===== config.mk =====
export PLATFORM = sky130hd
export DESIGN_NAME = tlp_ib2sb_top
export DESIGN_NICKNAME = d
export VERILOG_FILES = /design/src/design/tlp_pkg.sv /design/src/design/tlp_ib2sb_top.sv /design/src/design/tlp_sb_merge.sv /design/src/design/tlp_payload_realign.sv /design/src/design/tlp_hdr_split.sv /design/src/design/tlp_skid_buffer.sv
export VERILOG_INCLUDE_DIRS = /design/src /design/src/design
export SDC_FILE = /design/constraint.sdc
export NUM_CORES = 1
export LEC_CHECK = 0
export BUFFER_PORTS_ARGS = -buffer_cell sky130_fd_sc_hd__buf_2
export CAP_MARGIN = 40
export CORE_MARGIN = 4
export CORE_UTILIZATION = 25
export CTS_CLUSTER_DIAMETER = 150
export DETAILED_ROUTE_END_ITERATION = 8
export RECOVER_POWER = 25
export SYNTH_ARGS = -nofsm -noshare
export SYNTH_HDL_FRONTEND = slang
export SYNTH_SLANG_ARGS = --single-unit

===== constraint.sdc =====
create_clock -name clk -period 9.7 [get_ports clk]
set_input_delay 0.97 -clock clk [delete_from_list [all_inputs] [get_ports clk]]
set_output_delay 0.97 -clock clk [all_outputs]
set_load 0.02 [all_outputs]

===== src/design/tlp_defs.svh =====
// ==============================
// Width and depth defines for the in-band to
// side-band TLP header converter
// ==============================

`ifndef TLP_DEFS_SVH
`define TLP_DEFS_SVH

// Data lanes and their byte enables
`define TLP_DATA_W          128
`define TLP_KEEP_W          16

// Header size, always at byte 0 of the first beat
`define TLP_HDR_W           32
`define TLP_HDR_BYTES       4

// User field carried alongside each input beat
`define TLP_USER_W          8

// Side-band field is header then user
`define TLP_SB_W            (`TLP_HDR_W + `TLP_USER_W)

// Header buffer depth
// Two entries let a header run ahead of its payload
`define TLP_HDR_FIFO_DEPTH  2

`endif

===== src/design/tlp_pkg.sv =====
// ==============================
// Beat, header and side-band structs
// ==============================

`default_nettype none

`include "tlp_defs.svh"

package tlp_pkg;

    // Input beat with header in-band
    typedef struct packed {
        logic [`TLP_DATA_W-1:0] data;
        logic [`TLP_KEEP_W-1:0] keep;
        logic                   last;
        logic [`TLP_USER_W-1:0] user;
    } tlp_beat_t;

    // Header fields, carried as an opaque word
    typedef struct packed {
        logic [7:0] fmt_type;
        logic [7:0] tag;
        logic [9:0] length_dw;
        logic [5:0] rsvd;
    } tlp_hdr_t;

    // One header per packet, plus the packet's user field
    typedef struct packed {
        tlp_hdr_t               hdr;
        logic [`TLP_USER_W-1:0] user;
    } tlp_hdr_item_t;

    // Payload beat after realignment
    typedef struct packed {
        logic [`TLP_DATA_W-1:0] data;
        logic [`TLP_KEEP_W-1:0] keep;
        logic                   last;
    } tlp_data_beat_t;

    // Output beat, header moved to sb
    typedef struct packed {
        logic [`TLP_DATA_W-1:0] data;
        logic [`TLP_KEEP_W-1:0] keep;
        logic                   last;
        logic [`TLP_SB_W-1:0]   sb;
    } tlp_sb_beat_t;

endpackage

`default_nettype wire


===== src/design/tlp_ib2sb_top.sv =====
// ==============================
// In-band to side-band header converter top
// ==============================

`timescale 1ns/1ps
`default_nettype none

`include "tlp_defs.svh"

module tlp_ib2sb_top
    import tlp_pkg::*;
(
    input  logic         clk,
    input  logic         rst_n,
    input  logic         in_valid,
    input  tlp_beat_t    in_beat,
    output logic         in_ready,
    output logic         out_valid,
    output tlp_sb_beat_t out_beat,
    input  logic         out_ready
);

    // Input skid to split
    logic           skid_valid;
    tlp_beat_t      skid_beat;
    logic           skid_ready;
    logic           accept;
    logic           sop;

    // Header path
    logic           hdr_valid;
    tlp_hdr_item_t  hdr_item;
    logic           hdr_ready;
    logic           hdr_buf_valid;
    tlp_hdr_item_t  hdr_buf_item;
    logic           hdr_buf_ready;

    // Payload path
    logic           data_valid;
    tlp_data_beat_t data_beat;
    logic           data_ready;
    logic           data_buf_valid;
    tlp_data_beat_t data_buf_beat;
    logic           data_buf_ready;

    // ==============================
    // Input stage
    // ==============================

    tlp_skid_buffer #(
        .PAYLOAD_T (tlp_beat_t),
        .DEPTH     (1)
    ) u_in_skid (
        .clk       (clk),
        .rst_n     (rst_n),
        .in_valid  (in_valid),
        .in_data   (in_beat),
        .in_ready  (in_ready),
        .out_valid (skid_valid),
        .out_data  (skid_beat),
        .out_ready (skid_ready)
    );

    tlp_hdr_split u_hdr_split (
        .clk        (clk),
        .rst_n      (rst_n),
        .skid_valid (skid_valid),
        .skid_beat  (skid_beat),
        .skid_ready (skid_ready),
        .data_ready (data_ready),
        .hdr_ready  (hdr_ready),
        .accept     (accept),
        .sop        (sop),
        .hdr_valid  (hdr_valid),
        .hdr_item   (hdr_item)
    );

    tlp_payload_realign u_realign (
        .clk       (clk),
        .rst_n     (rst_n),
        .skid_beat (skid_beat),
        .accept    (accept),
        .sop       (sop),
        .out_valid (data_valid),
        .out_data  (data_beat),
        .out_ready (data_ready)
    );

    // ==============================
    // Path buffers and merge
    // ==============================

    // Headers may run ahead of their payload
    tlp_skid_buffer #(
        .PAYLOAD_T (tlp_hdr_item_t),
        .DEPTH     (`TLP_HDR_FIFO_DEPTH)
    ) u_hdr_buf (
        .clk       (clk),
        .rst_n     (rst_n),
        .in_valid  (hdr_valid),
        .in_data   (hdr_item),
        .in_ready  (hdr_ready),
        .out_valid (hdr_buf_valid),
        .out_data  (hdr_buf_item),
        .out_ready (hdr_buf_ready)
    );

    tlp_skid_buffer #(
        .PAYLOAD_T (tlp_data_beat_t),
        .DEPTH     (1)
    ) u_data_buf (
        .clk       (clk),
        .rst_n     (rst_n),
        .in_valid  (data_valid),
        .in_data   (data_beat),
        .in_ready  (data_ready),
        .out_valid (data_buf_valid),
        .out_data  (data_buf_beat),
        .out_ready (data_buf_ready)
    );

    tlp_sb_merge u_merge (
        .clk        (clk),
        .rst_n      (rst_n),
        .hdr_valid  (hdr_buf_valid),
        .hdr_item   (hdr_buf_item),
        .hdr_ready  (hdr_buf_ready),
        .data_valid (data_buf_valid),
        .data_beat  (data_buf_beat),
        .data_ready (data_buf_ready),
        .out_valid  (out_valid),
        .out_beat   (out_beat),
        .out_ready  (out_ready)
    );

endmodule

`default_nettype wire


===== src/design/tlp_sb_merge.sv =====
// ==============================
// Merge of buffered headers and payload
// beats into the side-band stream
// ==============================

`timescale 1ns/1ps
`default_nettype none

module tlp_sb_merge
    import tlp_pkg::*;
(
    input  logic           clk,
    input  logic           rst_n,
    input  logic           hdr_valid,
    input  tlp_hdr_item_t  hdr_item,
    output logic           hdr_ready,
    input  logic           data_valid,
    input  tlp_data_beat_t data_beat,
    output logic           data_ready,
    output logic           out_valid,
    output tlp_sb_beat_t   out_beat,
    input  logic           out_ready
);

    // High while the next output beat opens a packet
    logic out_sop;

    // Header present, or not needed on this beat
    logic hdr_ok;

    // ==============================
    // Handshake gating
    // ==============================

    assign hdr_ok = !out_sop || hdr_valid;

    // First beat waits for its header
    assign out_valid  = data_valid && hdr_ok;
    assign data_ready = out_ready && hdr_ok;

    // Header pops only together with a first data beat
    assign hdr_ready = out_ready && out_sop && data_valid;

    // Output beat
    always_comb
    begin
        out_beat.data = data_beat.data;
        out_beat.keep = data_beat.keep;
        out_beat.last = data_beat.last;
        // sb only on the first beat
        if (out_sop)
            out_beat.sb = hdr_item;
        else
            out_beat.sb = '0;
    end

    // Output packet start
    always_ff @(posedge clk)
    begin
        if (!rst_n)
            out_sop <= 1'b1;
        else if (out_valid && out_ready)
            out_sop <= data_beat.last;
    end

endmodule

`default_nettype wire


===== src/design/tlp_payload_realign.sv =====
// ==============================
// Payload realignment, shifts data down by
// the header size across beats, drain beat
// ==============================

`timescale 1ns/1ps
`default_nettype none

`include "tlp_defs.svh"

module tlp_payload_realign
    import tlp_pkg::*;
(
    input  logic           clk,
    input  logic           rst_n,
    input  tlp_beat_t      skid_beat,
    input  logic           accept,
    input  logic           sop,
    output logic           out_valid,
    output tlp_data_beat_t out_data,
    input  logic           out_ready
);

    // Lane split around the header
    localparam int HDR_W  = `TLP_HDR_W;
    localparam int REST_W = `TLP_DATA_W - `TLP_HDR_W;
    localparam int HDR_B  = `TLP_HDR_BYTES;
    localparam int REST_B = `TLP_KEEP_W - `TLP_HDR_BYTES;

    // Previous accepted beat
    logic [`TLP_DATA_W-1:0] prev_data;
    logic [`TLP_KEEP_W-1:0] prev_keep;

    // Leftover bytes of a finished packet still to be sent
    logic                   drain_q;

    logic [`TLP_DATA_W-1:0] join_data;
    logic [`TLP_KEEP_W-1:0] join_keep;
    logic                   tail_fits;
    logic                   must_drain;

    // ==============================
    // Drain decision
    // ==============================

    // Last beat payload fits if nothing sits above the first four bytes
    assign tail_fits = !skid_beat.keep[HDR_B];

    // Single-beat packets always drain since their first beat emits nothing
    assign must_drain = skid_beat.last && (sop || !tail_fits);

    // Continuation beats emit a joined beat, drain needs no input
    assign out_valid = (accept && !sop) || drain_q;

    // ==============================
    // Beat join
    // ==============================

    always_comb
    begin
        // Upper 12 bytes of the previous beat, then low 4 of this one
        join_data = {skid_beat.data[0 +: HDR_W], prev_data[HDR_W +: REST_W]};
        join_keep = {skid_beat.keep[0 +: HDR_B], prev_keep[HDR_B +: REST_B]};

        // Drain beat has nothing from the current input
        if (drain_q)
        begin
            join_data[REST_W +: HDR_W] = '0;
            join_keep[REST_B +: HDR_B] = '0;
        end

        // Unused bytes read as zero
        for (int i = 0; i < `TLP_KEEP_W; i++)
        begin
            if (!join_keep[i])
                join_data[8*i +: 8] = 8'h00;
        end
    end

    assign out_data.data = join_data;
    assign out_data.keep = join_keep;
    assign out_data.last = drain_q || (skid_beat.last && tail_fits);

    // Previous beat capture
    always_ff @(posedge clk)
    begin
        if (accept)
        begin
            prev_data <= skid_beat.data;
            prev_keep <= skid_beat.keep;
        end
    end

    // accept implies out_ready, so a pending drain goes out with it
    always_ff @(posedge clk)
    begin
        if (!rst_n)
            drain_q <= 1'b0;
        else if (accept)
            drain_q <= must_drain;
        else if (drain_q && out_ready)
            drain_q <= 1'b0;
    end

endmodule

`default_nettype wire


===== src/design/tlp_hdr_split.sv =====
// ==============================
// Packet start tracking and header extraction
// ==============================

`timescale 1ns/1ps
`default_nettype none

`include "tlp_defs.svh"

module tlp_hdr_split
    import tlp_pkg::*;
(
    input  logic          clk,
    input  logic          rst_n,
    input  logic          skid_valid,
    input  tlp_beat_t     skid_beat,
    output logic          skid_ready,
    input  logic          data_ready,
    input  logic          hdr_ready,
    output logic          accept,
    output logic          sop,
    output logic          hdr_valid,
    output tlp_hdr_item_t hdr_item
);

    // High while the next input beat opens a packet
    logic sop_q;

    // ==============================
    // Handshake join
    // ==============================

    // A beat leaves only when both paths can take it
    assign skid_ready = hdr_ready && data_ready;
    assign accept     = skid_valid && skid_ready;
    assign sop        = sop_q;

    // ==============================
    // Header path
    // ==============================

    // One header item per packet, on its first beat
    assign hdr_valid = accept && sop_q;

    // Header is the low four bytes of the first beat
    assign hdr_item.hdr  = tlp_hdr_t'(skid_beat.data[`TLP_HDR_W-1:0]);
    assign hdr_item.user = skid_beat.user;

    // Packet start follows last on every accepted beat
    always_ff @(posedge clk)
    begin
        if (!rst_n)
            sop_q <= 1'b1;
        else if (accept)
            sop_q <= skid_beat.last;
    end

endmodule

`default_nettype wire


===== src/design/tlp_skid_buffer.sv =====
// ==============================
// Valid/ready register stage, one or two
// entries, payload set by a type parameter
// ==============================

`timescale 1ns/1ps
`default_nettype none

module tlp_skid_buffer #(
    parameter type PAYLOAD_T = logic [7:0],
    parameter int  DEPTH     = 1
) (
    input  logic     clk,
    input  logic     rst_n,
    input  logic     in_valid,
    input  PAYLOAD_T in_data,
    output logic     in_ready,
    output logic     out_valid,
    output PAYLOAD_T out_data,
    input  logic     out_ready
);

    // A single entry must pass ready through to keep one beat per cycle
    // Two entries give a fully registered ready
    localparam bit         PASS_READY = (DEPTH == 1);
    localparam logic [1:0] FULL_CNT   = 2'(DEPTH);
    localparam logic       LAST_PTR   = 1'(DEPTH - 1);

    PAYLOAD_T   buf_q [DEPTH];
    logic       wr_ptr;
    logic       rd_ptr;
    logic [1:0] count;
    logic       push;
    logic       pop;

    // Handshakes
    assign out_valid = (count != 2'd0);
    assign in_ready  = (count != FULL_CNT) || (PASS_READY && out_ready);
    assign push      = in_valid && in_ready;
    assign pop       = out_valid && out_ready;

    // Head of the buffer
    assign out_data = buf_q[rd_ptr];

    // Storage, written on push only
    always_ff @(posedge clk)
    begin
        if (push)
        begin
            buf_q[wr_ptr] <= in_data;
        end
    end

    // Pointers and occupancy
    always_ff @(posedge clk)
    begin
        if (!rst_n)
        begin
            wr_ptr <= 1'b0;
            rd_ptr <= 1'b0;
            count  <= 2'd0;
        end
        else
        begin
            // Wrap at the last entry, stays at 0 for one entry
            if (push)
                wr_ptr <= (wr_ptr == LAST_PTR) ? 1'b0 : ~wr_ptr;
            if (pop)
                rd_ptr <= (rd_ptr == LAST_PTR) ? 1'b0 : ~rd_ptr;
            case ({push, pop})
                2'b10:   count <= count + 2'd1;
                2'b01:   count <= count - 2'd1;
                default: count <= count;
            endcase
        end
    end

endmodule

`default_nettype wire


==> impl_metrics.toml, run 1 <==
[cts]
post_cts_buffers = 0
htree_num_levels = 2
cts.sinks = 498
cts_tree = "yes"
ctsHoldBuffers = 0
clock-root-buffer = "clkbuf_16"
cts_made_buffers = 53
clk_path_buf_depth = 3
ctsResizeCount = 0
clkLatencyLatePin_ns = 0.60
path_clk_slew_ns = 0.06

[timing]
slew_headroom = 0.3669
post-route-period-util = 0.3991
max_slew.worst_pin.slew_ns = 0.9497
fin_worst_skew_ns = 0.02481
finalCriticalPeriod_ns = 3.871
max_freq_mhz = 258.3
hold_viol = 0
rsz0062_at_grt = "no"
totalNegativeSetupSlack_ns = 0
setup_viol = 0
slew_viol_final = 0

[drt]
remaining_drc_errors = 0
drt-total-wl_mm = 34.82
wl_met1_mm = 14.47
firstDrtPassIters = 5
top_layer = "met5"
vias = 8116
met3WireLength_mm = 3.378
post_drt_via_cell_ratio = 3.857
ant_nets = 0
drt_first_iter_violations = 533
detail_route.wl_per_cell_um = 16.55
route.met2.wl_mm = 16.08

[global_routing]
grt_usage = 0.09384
gr-total-overflow = 0
grt_pass1_wl_mm = 50.98
antenna_found_initial = 9
grt_pass1_vias = 8433
grt_max_degree = 154

[critical_path]
crit_buf_inv = 5
critPathMaxFanout = 45
critical-path-max-stage-delay_ns = 0.57
crit_chain = "inv_1 > ha_1 > a21o_1 > a211oi_4 > buf_4 > o211a_4 > buf_4 > buf_4 > buf_12"
crit_top_cell = "buf_4"
worstSetupStartpointType = "flip-flop"
critical_path_class = "flip-flop to flip-flop"
cpMaxStageDelayCell = "buf_4"
worstPathRequired_ns = 9.96
end_kind = "flip-flop"
path_delay_family = "buffers and inverters"
arrival_ns = 4.13

[synth]
synthCells = 793
yosys.area.top_type_share = 0.8668
synth_ff_type = "edfxtp_1"
synth_top_cell_by_area = "edfxtp_1"
ys_seq_area_frac = 0.8811
synth.area.top_cells = "edfxtp_1 87%, and2_1 4.8%, mux2i_1 2.4%"
synth_area_um2 = 16840
async_flop_share = 0
synth-edff-count = 486
ys_seq_elements = 498
ys_types = 33
syn_nets = 957
avgSynthCellArea_um2 = 21.23
ys_warn_count = 0

[pwr]
ir_drop_uv = 187.0
total_leakage_power_nw = 7.724
power_density_nw_per_um2 = 313.7

[floorplan]
die-area_um2 = 71560
placementRows = 94
coreArea_um2 = 66220
pin_count = 344
die_h_um = 267.5
die_w_um = 267.5
initial_utilization = 0.2543

[run]
maxCapViolations = 0

[run_status]
status = "completed"

[hold_path]
hold_path.class = "flip-flop to flip-flop"

[layout]
syn2layout_area_growth_pct = 27.82
final_common_cell = "edfxtp_1"
final_cells = 2104
nets = 1353
mostFrequentLayoutCells = "486 x edfxtp_1, 336 x buf_2, 128 x and2_1"
drive_gt1_frac = 0.3558

[placement]
hpwlAfterDp_mm = 24.04
port-buffer-count = 343
routabilityCongestion = 0.6923
dp_cells = 1998
## power breakdown
group / leakage (nW) / total (mW) / internal [mW] / switching [mW]
registers: 4.71 / 3.34 / 3.15 / 0.191
clock network: 0.853 / 2.01 / 1.16 / 0.844
logic: 2.16 / 1.40 / 0.420 / 0.983
## area by class of cell
type,instances,area (um2)
multi-input cells,271,1942
clock inverters,42,395.4
well taps,864,1081
fillers,6374,44700
flip-flops and latches,498,14840
inverters,10,37.54
clock buffers,58,1366
repair buffers,355,1848
diodes,6,15.01
## path summary, 6_finish.rpt
path	end	cells past startpoint	start	slack, ns
hold reg to reg	u_realign.prev_data[113]	0	u_in_skid.buf_q[0][138]	0.42
setup reg to reg	u_data_buf.buf_q[0][137]	9	u_data_buf.count[1]	5.83
hold / removal	u_realign.prev_data[113]	0	u_in_skid.buf_q[0][138]	0.42
setup / recovery	u_data_buf.buf_q[0][137]	9	u_data_buf.count[1]	5.83
## layer usage
layer	global-route usage	up-vias
met5	0	-
met4	0.02755	10
met3	0.03491	77
met2	0.1507	326
met1	0.1193	3907
li1	-	3796
## state kept, by name (all words and copies together), names as in the netlist, 2 cells and up, named ones only
register,count
u_in_skid.buf_q,153
u_data_buf.buf_q,145
u_realign.prev_data,96
u_hdr_buf.buf_q,80
u_realign.prev_keep,12
u_data_buf.count,2
u_hdr_buf.count,2
u_in_skid.count,2
## metrics by stage
stage	total power [mW]	hold slack (ns)	util	area (um2)	worst slack (ns)
after CTS	6.875	0.4128	0.3249	21510	5.737
after floorplan	4.277	0.4003	-	16840	0.5631
after global placement	4.774	0.4008	0.2973	19690	5.013
after global routing	7.102	0.4157	0.3248	21510	5.565
after detailed placement	4.836	0.4045	0.2983	19750	5.454
final	6.751	0.4153	0.3250	21520	5.829
## synth_stat cells, types with 4 or more instances
master	instances
dfxtp_1	12
and2_1	128
nand2b_1	4
inv_1	9
ha_1	7
edfxtp_1	486
nor2b_1	45
xor2_1	5
nor2_1	10
clkbuf_1	10
mux2i_1	41
buf_2	4
## logic make-up after synthesis
family	after synthesis	share of synthesized area
simple gates	194	0.07045
buf+inv	24	0.005648
fa+ha+maj	7	0.005202
xor+xnor	6	0.003121
compound gates	23	0.01011
flops	498	0.8811
mux	41	0.02438
Note: power is estimated with default switching activity, not from simulation.
==> run 2: changes to the inputs <==
clock period = 3.63 ns   (was 9.7 ns; I/O delays follow)
==> impl_metrics.toml, run 2 (synthesis results as in run 1) <==
[critical_path]
crit_chain = "buf_4 > mux2i_1 > nor2b_1 > buf_2"
cpMaxStageDelayCell = "dfxtp_2"
worstSetupStartpointType = "flip-flop"
arrival_ns = 2.29
critPathMaxFanout = 23
critical_path_class = "flip-flop to output pin"
worstPathRequired_ns = 3.27
r2r-end = "u_hdr_buf.buf_q[1][21]"
end_kind = "output pin"
critical-path-max-stage-delay_ns = 0.79
r2r_cells = 6
r2r_slack_ns = 1.17
critPathCapture = "out_beat[27]"
r2r_start = "u_data_buf.count[1]"

[cts]
ctsResizeCount = 0
clkLatencyLatePin_ns = 0.59
cts_tree = "yes"
cts_made_buffers = 53
post_cts_buffers = 0
path_clk_slew_ns = 0.06
ctsHoldBuffers = 154
cts.sinks = 498
clk_path_buf_depth = 3
htree_num_levels = 2
clock-root-buffer = "clkbuf_16"

[layout]
regMostFlops = "u_in_skid.buf_q"
drive_gt1_frac = 0.3001
final_common_cell = "edfxtp_1"
nets = 1507
reg_top3 = "u_in_skid.buf_q x153, u_data_buf.buf_q x145, u_realign.prev_data x96"
nFillCells = 6180
mostFrequentLayoutCells = "486 x edfxtp_1, 308 x buf_2, 154 x dlygate4sd3_1"
final_cells = 2253
largest_reg_flops = 153
fin_util = 0.3474
syn2layout_area_growth_pct = 36.64

[timing]
finalCriticalPeriod_ns = 2.650
slew_headroom = 0.4841
fin_ws_ns = 0.9799
slew_viol_final = 0
hold_viol = 0
setup_viol = 0
post-route-period-util = 0.7301
max_freq_mhz = 377.3
rsz0062_at_grt = "no"
fin_worst_skew_ns = 0.02915
max_slew.worst_pin.slew_ns = 0.7739

[drt]
firstDrtPassIters = 4
vias = 8631
ant_nets = 0
remaining_drc_errors = 0
detail_route.wl_per_cell_um = 16.47
post_drt_via_cell_ratio = 3.831
drt_first_iter_violations = 497
drt-total-wl_mm = 37.11

[placement]
routabilityCongestion = 0.7398
place_ws_ns = 1.154
hpwlAfterDp_mm = 24.13
dp_cells = 1998
port-buffer-count = 343

[floorplan]
pin_count = 344
coreArea_um2 = 66220
placementRows = 94
initial_utilization = 0.2543
die_w_um = 267.5
die_h_um = 267.5
die-area_um2 = 71560

[run]
maxCapViolations = 0

[global_routing]
grt_usage = 0.09994
gr-total-overflow = 0
antenna_found_initial = 2
grt_pass1_wl_mm = 54.32
grt_max_degree = 111
grt_pass1_vias = 9240

[pwr]
total_leakage_power_nw = 8.267
power_density_nw_per_um2 = 786.0
power_mw = 18.08
ir_drop_uv = 646.3

[run_status]
status = "completed"

[hold_path]
hold_path.class = "primary input to flip-flop"
run 2: changes by cell type in the layout (fill, tap and decap cells not counted), sizes merged:
cell	before	now
diode	6	3
inv	17	16
clkbuf	65	93
dlygate4sd3	0	154
buf	348	320
bufinv	5	4
clkinv	25	23
clkinvlp	5	7
run 2: how the worst min path moves through the flow:
stage               cells after the start  slack, ns                     from                       end
global route                            3       0.17                out_ready           u_merge.out_sop
CTS                                     3       0.11                out_ready           u_merge.out_sop
finish                                  3       0.17                out_ready           u_merge.out_sop
floorplan                               0       0.40  u_in_skid.buf_q[0][125]  u_realign.prev_data[100]
detailed placement                      0       0.40  u_in_skid.buf_q[0][139]  u_realign.prev_data[114]
global placement                        0       0.40   u_in_skid.buf_q[0][70]   u_realign.prev_data[45]
run 2: critical path: cells and delay by family, from the launching register on:
kind	cells	cell delay (ns)
mux	1	0.30
flops	1	0.79
buf+inv	2	0.51
simple gates	1	0.08
run 2: per-stage QoR:
step           TNS, ns  area, um2  hold slack (ns)
3_3_place_gp         0      19770           0.4004
4_1_cts              0      23040           0.1126
5_1_grt              0      23000           0.1652
3_5_place_dp         0      19780           0.4045
6_report             0      23000           0.1705
2_1_floorplan  -549.31      16870           0.4003
run 2: report_power, final:
| part | switching [mW] | internal [mW] |
|---|---|---|
| registers | 0.510 | 8.42 |
| logic | 2.68 | 1.22 |
| clock network | 2.24 | 3.00 |
| total | 5.44 | 12.6 |
run 2: area by class of cell:
type                    instances  area [um2]  share of cell area
inverters                      10       37.54            0.001632
well taps                     864        1081             0.04699
diodes                          3       7.507           0.0003263
flip-flops and latches        498       14840              0.6450
clock buffers                  58        1345             0.05847
repair buffers                509        3367              0.1464
clock inverters                40       374.1             0.01626
multi-input cells             271        1954             0.08496
run 2: layer usage:
layer  routed length, um  global-route usage
met5                   0                   0
met4                 863             0.02997
met3                3036             0.03362
met2               18200              0.1704
met1               15010              0.1207
==> run 3: changes to the inputs <==
clock period = 2.2 ns   (was 3.63 ns; I/O delays follow)
==> impl_metrics.toml, run 3 (synthesis results as in run 1) <==
[cts]
htree_num_levels = 2
path_clk_slew_ns = 0.06
clkLatencyLatePin_ns = 0.59
clock-root-buffer = "clkbuf_16"
cts_made_buffers = 53
clk_path_buf_depth = 3
cts.sinks = 498
cts_tree = "yes"

[run]
maxCapViolations = 0

[critical_path]
critical_path_class = "flip-flop to flip-flop"
critPathMaxFanout = 40
worstPathRequired_ns = 2.44
worstSetupStartpointType = "flip-flop"
end_kind = "flip-flop"
arrival_ns = 2.37

[placement]
port-buffer-count = 343
routabilityCongestion = 0.7573
place_area_um2 = 20010
hpwlAfterDp_mm = 26.45
place_ws_ns = 0.08994

[drt]
post_drt_via_cell_ratio = 3.865
drt-total-wl_mm = 38.43
firstDrtPassIters = 5
drt_first_iter_violations = 495
remaining_drc_errors = 0
vias = 8782
detail_route.wl_per_cell_um = 16.92
ant_nets = 0

[global_routing]
grt_max_degree = 87
grt_usage = 0.1039
grt_pass1_vias = 9249
gr-total-overflow = 0
antenna_found_initial = 1
grt_pass1_wl_mm = 56.02

[floorplan]
initial_utilization = 0.2543
die_h_um = 267.5
coreArea_um2 = 66220
placementRows = 94
die-area_um2 = 71560
pin_count = 344
die_w_um = 267.5

[layout]
multi_input_area_um2 = 1982
regMostFlops = "u_in_skid.buf_q"
syn2layout_area_growth_pct = 38.34
largest_reg_flops = 153
final_common_cell = "edfxtp_1"
reg_top3 = "u_in_skid.buf_q x153, u_data_buf.buf_q x145, u_realign.prev_data x96"
fin_util = 0.3517
mostFrequentLayoutCells = "486 x edfxtp_1, 299 x buf_2, 155 x dlygate4sd3_1"
drive_gt1_frac = 0.3056
stdcell_area_um2 = 23290
nets = 1528
seq_area_um2 = 14840
nFillCells = 6200

[hold_path]
hold_path.class = "primary input to flip-flop"

[timing]
slew_viol_final = 0
fin_worst_skew_ns = 0.02250
post-route-period-util = 0.9703
setup_viol = 0
rsz0062_at_grt = "yes"
finalCriticalPeriod_ns = 2.135
max_slew.worst_pin.slew_ns = 0.7695
fin_ws_ns = 0.06532
slew_headroom = 0.4860
fin_hold_ws_ns = 0.2428
max_freq_mhz = 468.5
hold_viol = 0

[run_status]
status = "completed"

[pwr]
ir_drop_uv = 802.6
total_leakage_power_nw = 8.405
power_density_nw_per_um2 = 1303
run 3: changes by cell type in the layout (fill, tap and decap cells not counted), moves of 4 or more:
cell        change
buf_12          +7
buf_2           -9
buf_4          +13
clkbuf_1        +9
clkinv_2        +5
clkinvlp_4      -4
run 3: what timing repair did:
| item | 4_1_cts | 5_1_grt |
|---|---|---|
| setup buffers | 0 | 2 |
| pin swaps | 1 | 1 |
| setup endpoints to repair | 11 | 22 |
| gates resized for setup | 4 | 2 |
| hold buffers | 155 | 0 |
| hold endpoints to repair | 157 | 0 |
run 3: area by class of cell:
class                   count  share of cell area
inverters                  10            0.001612
well taps                 864             0.04641
diodes                      1           0.0001074
clock inverters            39             0.01665
flip-flops and latches    498              0.6372
clock buffers              59             0.05791
multi-input cells         271             0.08509
repair buffers            530              0.1550
run 3: worst paths after layout:
check	startpoint	endpoint	slack [ns]	cells past startpoint
worst min-delay path	in_valid	u_in_skid.count[1]	0.24	4
worst max register to register	u_data_buf.count[1]	u_hdr_buf.buf_q[0][30]	0.07	7
worst max-delay path	u_data_buf.count[1]	u_hdr_buf.buf_q[0][30]	0.07	7
worst min register to register	u_in_skid.buf_q[0][117]	u_realign.prev_data[92]	0.42	0
run 3: per-layer routing:
layer,track usage,share of wire,up-vias
li1,-,-,4141
met5,0,0,-
met4,0.03224,0.022,0
met3,0.02830,0.077,58
met1,0.1337,0.43,4275
met2,0.1721,0.47,308
run 3: where the power goes:
part / switching, mW / total, mW / internal [mW]
Combinational: 4.54 / 6.85 / 2.30
Clock: 3.63 / 8.79 / 5.16
Sequential: 0.843 / 14.7 / 13.9
run 3: worst max-delay path, cell delays in order, from the launching register on:
cell	delay, ns
dfxtp_2	0.32
inv_2	0.05
ha_4	0.16
a21o_1	0.23
a2111o_1	0.48
buf_4	0.17
nor2_4	0.09
buf_12	0.24
run 3: stage by stage:
| stage | cells | total power, mW | setup TNS [ns] |
|---|---|---|---|
| final | 2272 | 30.36 | 0 |
| after global routing | 2272 | 31.94 | -0.03918 |
| after floorplan | 793 | 18.00 | -1195.25 |
| after global placement | 2014 | 21.49 | 0 |
| after detailed placement | 2016 | 21.67 | 0 |
| after CTS | 2269 | 30.82 | 0 |
